**config.mk**
```make
export PLATFORM = sky130hd
export DESIGN_NAME = dehaze_top
export DESIGN_NICKNAME = d
export VERILOG_FILES = /design/src/hdl/dehaze_pkg.sv /design/src/hdl/dehaze_top.sv /design/src/hdl/scene_recovery.sv /design/src/hdl/record_fifo.sv /design/src/hdl/transmission_estimator.sv
export SDC_FILE = /design/constraint.sdc
export NUM_CORES = 2
export LEC_CHECK = 0
export ABC_CLOCK_PERIOD_IN_PS = 10590
export BUFFER_PORTS_ARGS = -buffer_cell sky130_fd_sc_hd__clkbuf_2
export CAP_MARGIN = 20
export CORE_MARGIN = 5
export CORE_UTILIZATION = 35
export CTS_CLUSTER_SIZE = 8
export DETAILED_ROUTE_END_ITERATION = 12
export PLACE_DENSITY = 0.59
export SETUP_SLACK_MARGIN = 0.5
export SLEW_MARGIN = 25
export SYNTH_ARGS = -nofsm -noshare
export SYNTH_HDL_FRONTEND = slang
export SYNTH_SLANG_ARGS = --single-unit
```
**constraint.sdc**
```tcl
create_clock -name clk -period 10.59 [get_ports clk]
set_clock_uncertainty 0.1 [all_clocks]
set_input_delay 2.118 -clock clk [delete_from_list [all_inputs] [get_ports clk]]
set_output_delay 2.118 -clock clk [all_outputs]
set_load 0.005 [all_outputs]
```
**src/hdl/dehaze_pkg.sv**
```systemverilog
// Fixed-point formats assume 8-bit RGB channels and Q0.16 fractions for transmission and 1/A
package dehaze_pkg;

    // ==============================
    // Widths
    // ==============================
    localparam int CH_W       = 8;
    localparam int Q_W        = 16;
    localparam int WIN_N      = 9;
    localparam int CENTER_IDX = 4;

    // ==============================
    // Fixed-point constants
    // ==============================

    // Mean of nine values as (sum * 57) >> 9
    localparam int MEAN_MUL   = 57;
    localparam int MEAN_SHIFT = 9;

    // Omega of 15/16, applied as inv - (inv >> 4)
    localparam int OMEGA_SHIFT = 4;

    // Lower bound on transmission, about 0.1 in Q0.16
    localparam int T_MIN = 6554;

    // Reciprocal is floor(2^24 / t), kept to 16 bits since t >= T_MIN
    localparam int RECIP_BITS  = 24;
    localparam int RECIP_SHIFT = 8;

    // One iteration per dividend bit
    localparam int DIV_CYCLES = 25;

    localparam int FIFO_DEPTH = 4;

    // ==============================
    // Types
    // ==============================
    typedef logic [CH_W-1:0] channel_t;

    // Red sits in the top byte
    typedef struct packed {
        channel_t red;
        channel_t green;
        channel_t blue;
    } pixel_t;

    typedef logic [Q_W-1:0] q16_t;

    // Record passed from the estimator to the recovery unit
    typedef struct packed {
        pixel_t center;
        pixel_t atm;
        q16_t   trans;
    } haze_rec_t;

endpackage
```
**src/hdl/dehaze_top.sv**
```systemverilog
// Results leave in input order; latency depends on FIFO occupancy and out_ready
`timescale 1ns/1ns

module dehaze_top
    import dehaze_pkg::*;
(
    input  logic   clk,
    input  logic   rst,
    input  logic   in_valid,
    output logic   in_ready,
    input  pixel_t window [WIN_N],
    input  pixel_t atm,
    input  q16_t   atm_inv [3],
    output logic   out_valid,
    input  logic   out_ready,
    output pixel_t out_pixel
);

    // Estimator to FIFO
    logic      est_valid;
    logic      est_ready;
    haze_rec_t est_rec;

    // FIFO to recovery
    logic      buf_valid;
    logic      buf_ready;
    haze_rec_t buf_rec;

    transmission_estimator est0 (
        .clk       (clk),
        .rst       (rst),
        .in_valid  (in_valid),
        .in_ready  (in_ready),
        .window    (window),
        .atm       (atm),
        .atm_inv   (atm_inv),
        .est_valid (est_valid),
        .est_ready (est_ready),
        .est_rec   (est_rec)
    );

    record_fifo #(
        .T     (haze_rec_t),
        .DEPTH (FIFO_DEPTH)
    ) fifo0 (
        .clk       (clk),
        .rst       (rst),
        .in_valid  (est_valid),
        .in_ready  (est_ready),
        .in_data   (est_rec),
        .out_valid (buf_valid),
        .out_ready (buf_ready),
        .out_data  (buf_rec)
    );

    scene_recovery rec0 (
        .clk       (clk),
        .rst       (rst),
        .in_valid  (buf_valid),
        .in_ready  (buf_ready),
        .in_rec    (buf_rec),
        .out_valid (out_valid),
        .out_ready (out_ready),
        .out_pixel (out_pixel)
    );

endmodule

```
**src/hdl/scene_recovery.sv**
```systemverilog
// One record at a time; trans must be at least T_MIN so the reciprocal fits 16 bits
`timescale 1ns/1ns

module scene_recovery
    import dehaze_pkg::*;
(
    input  logic      clk,
    input  logic      rst,
    input  logic      in_valid,
    output logic      in_ready,
    input  haze_rec_t in_rec,
    output logic      out_valid,
    input  logic      out_ready,
    output pixel_t    out_pixel
);

    typedef enum logic [1:0] {
        ST_IDLE,
        ST_DIV,
        ST_HOLD
    } state_t;

    state_t state;

    logic [$clog2(DIV_CYCLES+1)-1:0] cnt_q;

    // Divider state
    logic [Q_W-1:0] rem_q;
    q16_t           quo_q;
    q16_t           trans_q;

    // Per-channel terms captured at accept
    pixel_t     atm_q;
    pixel_t     diff_q;
    logic [2:0] below_q;

    // Divider step
    logic           div_bit;
    logic [Q_W:0]   rem_sh;
    logic [Q_W:0]   rem_sub;
    logic           ge;
    logic [Q_W-1:0] rem_nx;
    q16_t           quo_nx;

    pixel_t rec_pix;

    function automatic channel_t abs_diff(input channel_t a, input channel_t b);
        return (a > b) ? a - b : b - a;
    endfunction

    // A +/- |I-A|/t with saturation at both ends
    function automatic channel_t recover_ch(
        input channel_t a,
        input channel_t d,
        input logic     below,
        input q16_t     recip
    );
        logic [CH_W+Q_W-1:0] prod;
        logic [CH_W+Q_W-1:0] off;
        channel_t            mag;
        logic [CH_W:0]       sum;
        channel_t            res;
        prod = d * recip;
        off  = prod >> RECIP_SHIFT;
        mag  = (|off[CH_W+Q_W-1:CH_W]) ? '1 : off[CH_W-1:0];
        sum  = {1'b0, a} + {1'b0, mag};
        if (below) begin
            res = (mag > a) ? '0 : a - mag;
        end else begin
            res = sum[CH_W] ? '1 : sum[CH_W-1:0];
        end
        return res;
    endfunction

    // ==============================
    // Restoring divider, 2^24 / t
    // ==============================

    // Dividend has a single one, at its top bit
    assign div_bit = (DIV_CYCLES - 1 - int'(cnt_q)) == RECIP_BITS;
    assign rem_sh  = {rem_q, div_bit};
    assign rem_sub = rem_sh - {1'b0, trans_q};
    assign ge      = rem_sh >= {1'b0, trans_q};
    assign rem_nx  = ge ? rem_sub[Q_W-1:0] : rem_sh[Q_W-1:0];
    assign quo_nx  = {quo_q[Q_W-2:0], ge};

    // Recovery math reads the finished quotient
    assign rec_pix.red   = recover_ch(atm_q.red, diff_q.red, below_q[2], quo_q);
    assign rec_pix.green = recover_ch(atm_q.green, diff_q.green, below_q[1], quo_q);
    assign rec_pix.blue  = recover_ch(atm_q.blue, diff_q.blue, below_q[0], quo_q);

    // ==============================
    // Controller
    // ==============================
    always_ff @(posedge clk) begin
        if (rst) begin
            state <= ST_IDLE;
            cnt_q <= '0;
        end else begin
            case (state)
                ST_IDLE: begin
                    if (in_valid) begin
                        state <= ST_DIV;
                        cnt_q <= '0;
                    end
                end
                ST_DIV: begin
                    // Last count loads the output register
                    if (cnt_q == DIV_CYCLES) begin
                        state <= ST_HOLD;
                    end else begin
                        cnt_q <= cnt_q + 1'b1;
                    end
                end
                ST_HOLD: begin
                    if (out_ready) begin
                        state <= ST_IDLE;
                    end
                end
                default: state <= ST_IDLE;
            endcase
        end
    end

    // Datapath
    always_ff @(posedge clk) begin
        if (state == ST_IDLE && in_valid) begin
            trans_q    <= in_rec.trans;
            atm_q      <= in_rec.atm;
            rem_q      <= '0;
            quo_q      <= '0;
            diff_q.red   <= abs_diff(in_rec.center.red, in_rec.atm.red);
            diff_q.green <= abs_diff(in_rec.center.green, in_rec.atm.green);
            diff_q.blue  <= abs_diff(in_rec.center.blue, in_rec.atm.blue);
            below_q[2] <= in_rec.center.red < in_rec.atm.red;
            below_q[1] <= in_rec.center.green < in_rec.atm.green;
            below_q[0] <= in_rec.center.blue < in_rec.atm.blue;
        end else if (state == ST_DIV) begin
            if (cnt_q == DIV_CYCLES) begin
                out_pixel <= rec_pix;
            end else begin
                rem_q <= rem_nx;
                quo_q <= quo_nx;
            end
        end
    end

    assign in_ready  = state == ST_IDLE;
    assign out_valid = state == ST_HOLD;

endmodule

```
**src/hdl/record_fifo.sv**
```systemverilog
// DEPTH must be at least 2; accepts a write while full if a read happens in the same cycle
`timescale 1ns/1ns

module record_fifo
    import dehaze_pkg::*;
#(
    parameter type T     = haze_rec_t,
    parameter int  DEPTH = FIFO_DEPTH
) (
    input  logic clk,
    input  logic rst,
    input  logic in_valid,
    output logic in_ready,
    input  T     in_data,
    output logic out_valid,
    input  logic out_ready,
    output T     out_data
);

    T mem [DEPTH];

    logic [$clog2(DEPTH)-1:0]   wr_ptr;
    logic [$clog2(DEPTH)-1:0]   rd_ptr;
    logic [$clog2(DEPTH+1)-1:0] count;
    logic                       wr_en;
    logic                       rd_en;

    assign out_valid = count != 0;
    // Full FIFO still takes a beat when the head leaves
    assign in_ready  = (count != DEPTH) || out_ready;
    assign out_data  = mem[rd_ptr];

    assign wr_en = in_valid && in_ready;
    assign rd_en = out_valid && out_ready;

    // Pointers and occupancy
    always_ff @(posedge clk) begin
        if (rst) begin
            wr_ptr <= '0;
            rd_ptr <= '0;
            count  <= '0;
        end else begin
            if (wr_en) begin
                wr_ptr <= (wr_ptr == DEPTH - 1) ? '0 : wr_ptr + 1'b1;
            end
            if (rd_en) begin
                rd_ptr <= (rd_ptr == DEPTH - 1) ? '0 : rd_ptr + 1'b1;
            end
            case ({wr_en, rd_en})
                2'b10:   count <= count + 1'b1;
                2'b01:   count <= count - 1'b1;
                default: count <= count;
            endcase
        end
    end

    // Storage
    always_ff @(posedge clk) begin
        if (wr_en) begin
            mem[wr_ptr] <= in_data;
        end
    end

endmodule

```
**src/hdl/transmission_estimator.sv**
```systemverilog
// Expects atm_inv as floor(65536 / A) per channel with A nonzero; pipeline freezes on back-pressure
`timescale 1ns/1ns

module transmission_estimator
    import dehaze_pkg::*;
(
    input  logic      clk,
    input  logic      rst,
    input  logic      in_valid,
    output logic      in_ready,
    input  pixel_t    window [WIN_N],
    input  pixel_t    atm,
    input  q16_t      atm_inv [3],
    output logic      est_valid,
    input  logic      est_ready,
    output haze_rec_t est_rec
);

    // All three stages move together
    logic advance;

    // Stage 1 registers
    logic     v1;
    channel_t mean1_r;
    channel_t mean1_g;
    channel_t mean1_b;
    pixel_t   center1;
    pixel_t   atm1;
    q16_t     inv1 [3];

    // Stage 2 registers
    logic     v2;
    channel_t dark2;
    q16_t     sinv2;
    pixel_t   center2;
    pixel_t   atm2;

    // Stage 3 registers
    logic      v3;
    haze_rec_t rec3;

    // Combinational terms
    logic [CH_W+3:0]     sum_r;
    logic [CH_W+3:0]     sum_g;
    logic [CH_W+3:0]     sum_b;
    channel_t            dark_mean;
    q16_t                dark_inv;
    q16_t                scaled_inv;
    logic [CH_W+Q_W-1:0] prod;
    q16_t                ratio;
    q16_t                t_raw;
    q16_t                t_clamped;

    // Approximate division by nine
    function automatic channel_t mean_of(input logic [CH_W+3:0] sum);
        logic [CH_W+9:0] scaled;
        scaled = sum * (CH_W+10)'(MEAN_MUL);
        return channel_t'(scaled >> MEAN_SHIFT);
    endfunction

    assign advance  = !v3 || est_ready;
    assign in_ready = advance;

    // ==============================
    // Stage 1: channel sums
    // ==============================
    always_comb begin
        sum_r = '0;
        sum_g = '0;
        sum_b = '0;
        for (int i = 0; i < WIN_N; i++) begin
            sum_r = sum_r + window[i].red;
            sum_g = sum_g + window[i].green;
            sum_b = sum_b + window[i].blue;
        end
    end

    // ==============================
    // Stage 2: darkest channel
    // ==============================

    // Ties go to red, then green
    always_comb begin
        if (mean1_r <= mean1_g && mean1_r <= mean1_b) begin
            dark_mean = mean1_r;
            dark_inv  = inv1[0];
        end else if (mean1_g <= mean1_b) begin
            dark_mean = mean1_g;
            dark_inv  = inv1[1];
        end else begin
            dark_mean = mean1_b;
            dark_inv  = inv1[2];
        end
    end

    assign scaled_inv = dark_inv - (dark_inv >> OMEGA_SHIFT);

    // ==============================
    // Stage 3: transmission
    // ==============================

    // Ratio mean/A lands in Q0.16; saturates when the mean exceeds A
    assign prod      = dark2 * sinv2;
    assign ratio     = (|prod[CH_W+Q_W-1:Q_W]) ? '1 : prod[Q_W-1:0];
    assign t_raw     = {Q_W{1'b1}} - ratio;
    assign t_clamped = (t_raw < q16_t'(T_MIN)) ? q16_t'(T_MIN) : t_raw;

    // Valid bits
    always_ff @(posedge clk) begin
        if (rst) begin
            v1 <= 1'b0;
            v2 <= 1'b0;
            v3 <= 1'b0;
        end else if (advance) begin
            v1 <= in_valid;
            v2 <= v1;
            v3 <= v2;
        end
    end

    // Payload
    always_ff @(posedge clk) begin
        if (advance) begin
            mean1_r <= mean_of(sum_r);
            mean1_g <= mean_of(sum_g);
            mean1_b <= mean_of(sum_b);
            center1 <= window[CENTER_IDX];
            atm1    <= atm;
            inv1    <= atm_inv;

            dark2   <= dark_mean;
            sinv2   <= scaled_inv;
            center2 <= center1;
            atm2    <= atm1;

            rec3.center <= center2;
            rec3.atm    <= atm2;
            rec3.trans  <= t_clamped;
        end
    end

    assign est_valid = v3;
    assign est_rec   = rec3;

endmodule

```
# [Word level (Yosys, flattened, before mapping)]
# Memory sizes are Yosys's and may differ from the RTL's. A register that Yosys moved wholly into a read port is not among the register bits.
# Index checks and enable logic that the tools add are counted.
# W data, S select, Z words.
[totals] out_inout_bits=26 ff_bits=396 in_bits=292 mem_count=1 romBits=0 ram_bits=256 latch_bits=0
[op_classes] eq_ne=13 mux=35 div_mod_pow=0 order_cmp=14 shift=0 mul=7 bitwise=2 addsub=45 reduce_logical=18
[mem_list] name="fifo0.mem" depth=4 word_bits=64 rd=1 rd_clocked_by_memory_dff=1 write_ports=1 line="record_fifo.sv:20" source="T mem [DEPTH];"
[op_table] cell="$add A12 B8 Y12" n=21
[op_table] cell="$mux W8" n=17
[op_table] cell="$mul A8 B16 Y24" n=4
[op_table] cell="$sub A8 B8 Y8" n=9
[op_table] cell="$mux W16" n=4
[op_table] cell="$add A8 B8 Y9" n=6
[op_table] cell="$mul A12 B6 Y17 const B" n=3
[op_table] cell="$gt A8 B8 Y1" n=6
[op_table] cell="$eq A32 B6 Y1 const B" n=1
[op_table] cell="$reduce_or A8 Y1" n=4
[op_table] cell="$le A8 B8 Y1" n=3
[op_table] cell="$lt A8 B8 Y1" n=3
[op_table] cell="$ge A17 B16 Y1" n=1
[op_table] cell="$lt A16 B13 Y1 const B" n=1
[op_table] cell="$sub A16 B12 Y16" n=1
[op_table] cell="$sub A16 B16 Y16" n=1
[op_table] cell="$sub A16 B16 Y16 const A" n=1
[op_table] cell="$mux W2" n=7
[op_table] cell="$mux W5" n=2
[op_table] cell="$pmux W5 S2" n=1
[op_table] cell="$reduce_and A3 Y1" n=3
[op_table] cell="$eq A2 B2 Y1 const B" n=4
[op_table] cell="$ne A2 B1 Y1 const B" n=3
[op_table] cell="$pmux W2 S3" n=1
[op_table] cell="19 further kinds" n=27

# [Logic depth before layout (Yosys ltp)]
[logic_depth] depth_word=9 mapped_depth=34

# [Cells and area by module]
# From an unflattened synthesis, not the netlist that was laid out.
[hier_totals] hier_cells=4514 area_unflattened_um2=52281.4
[modules_own_cells] module="transmission_estimator" area_per_inst_um2=22017.4 seq_area_each_um2=7747.4 n_inst=1 cells_each=1857
[modules_own_cells] module="scene_recovery" area_per_inst_um2=20583.5 seq_area_each_um2=3513.4 n_inst=1 cells_each=2271
[modules_own_cells] module="record_fifo" area_per_inst_um2=9680.5 seq_area_each_um2=7867.5 n_inst=1 cells_each=386

# [Worst setup path before layout]
# Ideal clock, no wire load.
[synth_timing] path_type="input to register" start="in window[168] in the netlist's numbering" end="reg est0.mean1_b[7], data pin" arrival_ns=8.762 slack_ns=1.466 path_stages=31 t_required_ns=10.228 setup_ns=0.262 cell_sequence="ha_1 > inv_1 > fa_1 > inv_1 > a21oi_1 > o21bai_1 > xor2_1 > fa_1 > inv_1 > fa_1 > fa_1 > inv_1 > fa_1 > ha_1 > a21oi_1 > o21bai_1 > a21oi_1 > xnor2_1 > inv_1 > fa_1 > inv_1 > ha_1 > xor2_1 > ha_1 > ha_1 > nand2_1 > o21ai_0 > a41o_1 > nor4_1 > nor3_1 > xnor2_1"
[synth_between] elab_chain_len=9
[synth_rtl] item="start: declaration" line="dehaze_top.sv:11" source="input pixel_t window [WIN_N],"
[synth_rtl] item="$add A8 B8 Y9" line="transmission_estimator.sv:74" source="sum_b = sum_b + window[i].blue;"
[synth_rtl] item="$add A12 B8 Y12 (7 in a row)" line="transmission_estimator.sv:74"
[synth_rtl] item="$mul A12 B6 Y17" line="transmission_estimator.sv:57" source="scaled = sum * (CH_W+10)'(MEAN_MUL);"
[synth_rtl] item="end signal: assignment" line="transmission_estimator.sv:126" source="mean1_b <= mean_of(sum_b);"
[synth_rtl] item="end: declaration" line="transmission_estimator.sv:26" source="channel_t mean1_b;"
# No other way between the ends.
# A chain may end at the register's enable or synchronous reset.

# [Final worst setup path]
[layout_timing] start="in window[176] in the netlist's numbering" end="reg est0.mean1_g[7], data pin"
[layout_between] elab_chain_len=9
[layout_rtl] item="$add A8 B8 Y9" line="transmission_estimator.sv:73" source="sum_g = sum_g + window[i].green;"
[layout_rtl] item="$add A12 B8 Y12 (7 in a row)" line="transmission_estimator.sv:73"
[layout_rtl] item="$mul A12 B6 Y17" line="transmission_estimator.sv:57"
[layout_rtl] item="end signal: assignment" line="transmission_estimator.sv:125" source="mean1_g <= mean_of(sum_g);"
[layout_rtl] item="end: declaration" line="transmission_estimator.sv:25" source="channel_t mean1_g;"
# No other way between the ends.

==> metrics.txt <==
RR Endpoint=rec0.out_pixel[18]; share of cells above drive strength 1=0.121; Max Slew Vio Count=0; number of antenna-violating nets in the routed design=0; CP Class=in -> reg; CP endpoint kind=flip-flop; Initial Utilization=0.351; number of antenna violations at the first check in global routing=8; Startpoint Class=input port; final hold vios=0; GRT Overall Usage=0.150; FP Rows=142; DIE AREA=0.158 sq mm; Tmin final=9260 ps; worst min-delay path category=reg -> reg; Hold Path End=est0.center2[13]; Post-Syn Area per Cell=11.5 sq um; Netlist cell types=81; final net count=6,209; Post-synth EDFFs=603; vias in the first global route=35,400; 1st-pass router iterations=5; register clock-pin slew on the reported worst setup and hold paths=50 ps; WP buf/inv=6; Yosys warnings=0; Clock Path Buffers=3; detailed-route via count=33,000; commonest register cell after synthesis=edfxtp_1; worst rel slew slack=0.322; Tcrit/Tclk final=0.875; DIE WIDTH=397 um; RSZ-0062 raised after global routing=no; worst path required time=10,880 ps; Max FO, Critical Path=6; most common cell after layout, fill and taps aside=inv_1; Post-CTS Setup Inserts=0; FMAX=108 MHz; CTS-repair resized insts=0; DRC=0; CTS Sinks=654; R2R Path Start=rec0.quo_q[4]; Post-Syn Nets=5,875; Root Buffer Master=clkbuf_16; worst skew pair latency=680 ps; fill count=14,400; hold depth=0; CTS tree=yes; first-pass GRT wire length=190,000 um; Post-synth ARST share=0; hold_buf cts=0; grt total ovfl=0; CTS Buf Count=94; Yosys reg bits=654; CP Data Arrival Time=9550 ps; placer's final routability congestion estimate=0.859; Max Cap Viol=0; register area share after synthesis=0.364; area grow syn2layout=12.9%; core area=0.149 sq mm; largest net degree at the start of global routing=126; initial DRC count=1,515; Worst R2R Setup Slack=1820 ps; Worst Tran Pin Value=1020 ps; dpl ws=649 ps; Setup WS post-layout=1330 ps; Hold Startpoint=est0.center1[13]; Mapped Area=0.0525 sq mm; status=finished clean; IO buf count=317; CP top delay family=adder cells; CP max stage cell=fa_1; drt wl/cell=16.7 um; worst r2r path cells=27; Setup-failing EPs final=0; Synth Instances=4,570; Via density=4.74; die height=397 um; most frequent cells in the layout=832 x inv_1, 603 x edfxtp_1, 526 x fa_1, 487 x ha_1, 388 x and2_1; final WL=117,000 um; hpwl dp=91,400 um; H-tree Lvls=3; crit-path max cell delay=490 ps; setup_tns=0 ps; IO Count=318
==> final cells by class <==
cell class	count	area [sq um]	area share
Timing Repair Buffer	357	1900	0.0321
Clock buffer	126	2510	0.0424
Multi-Input combinational cell	2964	29800	0.504
Antenna cell	5	12.5	0.000211
Tap cell	2016	2520	0.0426
Inverter	833	3130	0.0528
Clock inverter	12	196	0.00332
Sequential cell	654	19100	0.323
==> kinds of logic after synthesis <==
kind of cell	Yosys count	share of synthesized area
simple gates	1024	0.104
fa+ha+maj	1014	0.317
buf+inv	952	0.0683
flops	654	0.364
compound gates	625	0.0778
xor+xnor	174	0.0290
mux	127	0.0396
==> synthesized netlist by cell type (all sizes together) (5+ instances only) <==
master	instances	area, sq um
a2111oi	5	50.0
a211oi	16	120
a21boi	6	45.0
a21o	82	617
a21oi	181	910
a22o	17	149
a311oi	30	263
a31o	5	43.8
a31oi	15	100
and2	392	2450
and3	21	131
buf	15	67.6
clkbuf	104	390
dfxtp	51	1020
edfxtp	603	18100
fa	526	10500
ha	487	6090
inv	832	3120
mux2	6	67.6
mux2i	57	571
mux4	64	1440
nand2	238	893
nand2b	24	150
nand3	27	135
nand4	28	175
nor2	128	480
nor2b	53	332
nor3	39	195
nor3b	5	37.5
nor4	6	37.5
o211a	7	70.1
o211ai	8	60.1
o21a	30	225
o21ai	124	621
o21bai	55	413
o22ai	5	31.3
o31ai	5	37.5
or2	36	225
or3	15	104
xnor2	99	867
xor2	75	657
==> worst register-to-register path, cell delays in order (launching register included) <==
cell and delay, ps:
dfxtp_1 940, and2_1 270, fa_1 420, inv_1 90
fa_1 380, inv_1 80, fa_1 440, fa_1 460
ha_1 210, a2111oi_0 260, o21ai_0 230, a311oi_1 400
o21ai_0 270, and3_1 290, a221oi_1 290, mux2i_1 360
nand3_1 400, or2_2 430, ha_1 350, nor2b_1 60
o21a_1 190, o21ai_0 170, a21oi_1 110, o21ai_0 180
a21oi_1 100, or2_2 390, a311oi_1 290, o21ai_0 270
==> layer usage <==
layer | vias up | track usage | share of wire
met1 | 16500 | 0.189 | 0.43
met4 | 2 | 0.0417 | 0.022
li1 | 15900 | - | -
met2 | 531 | 0.268 | 0.50
met5 | - | 0 | 0.00011
met3 | 141 | 0.0246 | 0.040
==> worst max path at each step <==
| stage | from | cells past startpoint | endpoint | slack [ps] |
|---|---|---|---|---|
| after floorplan | window[168] | 31 | est0.mean1_b[7] | 1470 |
| after global placement | window[192] | 31 | est0.mean1_b[7] | 790 |
| after detailed placement | window[192] | 31 | est0.mean1_b[7] | 650 |
| after CTS | window[169] | 29 | est0.mean1_b[7] | 1310 |
| after global routing | window[176] | 34 | est0.mean1_g[7] | 720 |
| final | window[176] | 34 | est0.mean1_g[7] | 1330 |
==> sequential cells by signal (all words and copies together) (netlist names), 3 cells and up, named ones only <==
signal / cells
rec0.rem_q: 16
est0.mean1_r: 8
est0.atm1: 24
rec0.atm_q: 24
rec0.cnt_q: 5
fifo0.count: 3
est0.sinv2: 16
rec0.out_pixel: 24
rec0.diff_q: 24
fifo0.mem: 256
rec0.below_q: 3
rec0.trans_q: 16
est0.est_rec: 64
est0.center2: 24
est0.inv1: 48
est0.dark2: 8
est0.mean1_b: 8
est0.mean1_g: 8
est0.atm2: 24
est0.center1: 24
rec0.quo_q: 16
==> through the flow <==
step | cell area (sq um) | util | hold slack, ps | instances
5_1_grt | 59200 | 0.396 | 301 | 6965
3_5_place_dp | 56500 | 0.378 | 305 | 6824
6_report | 59200 | 0.397 | 288 | 6967
2_1_floorplan | 52500 | - | 300 | 4570
3_3_place_gp | 56500 | 0.378 | 301 | 6824
4_1_cts | 59200 | 0.396 | 276 | 6962
Power is left out: the tool's default activity adds up to more than one toggle a clock period on the data nets, which glitch-free logic cannot reach.
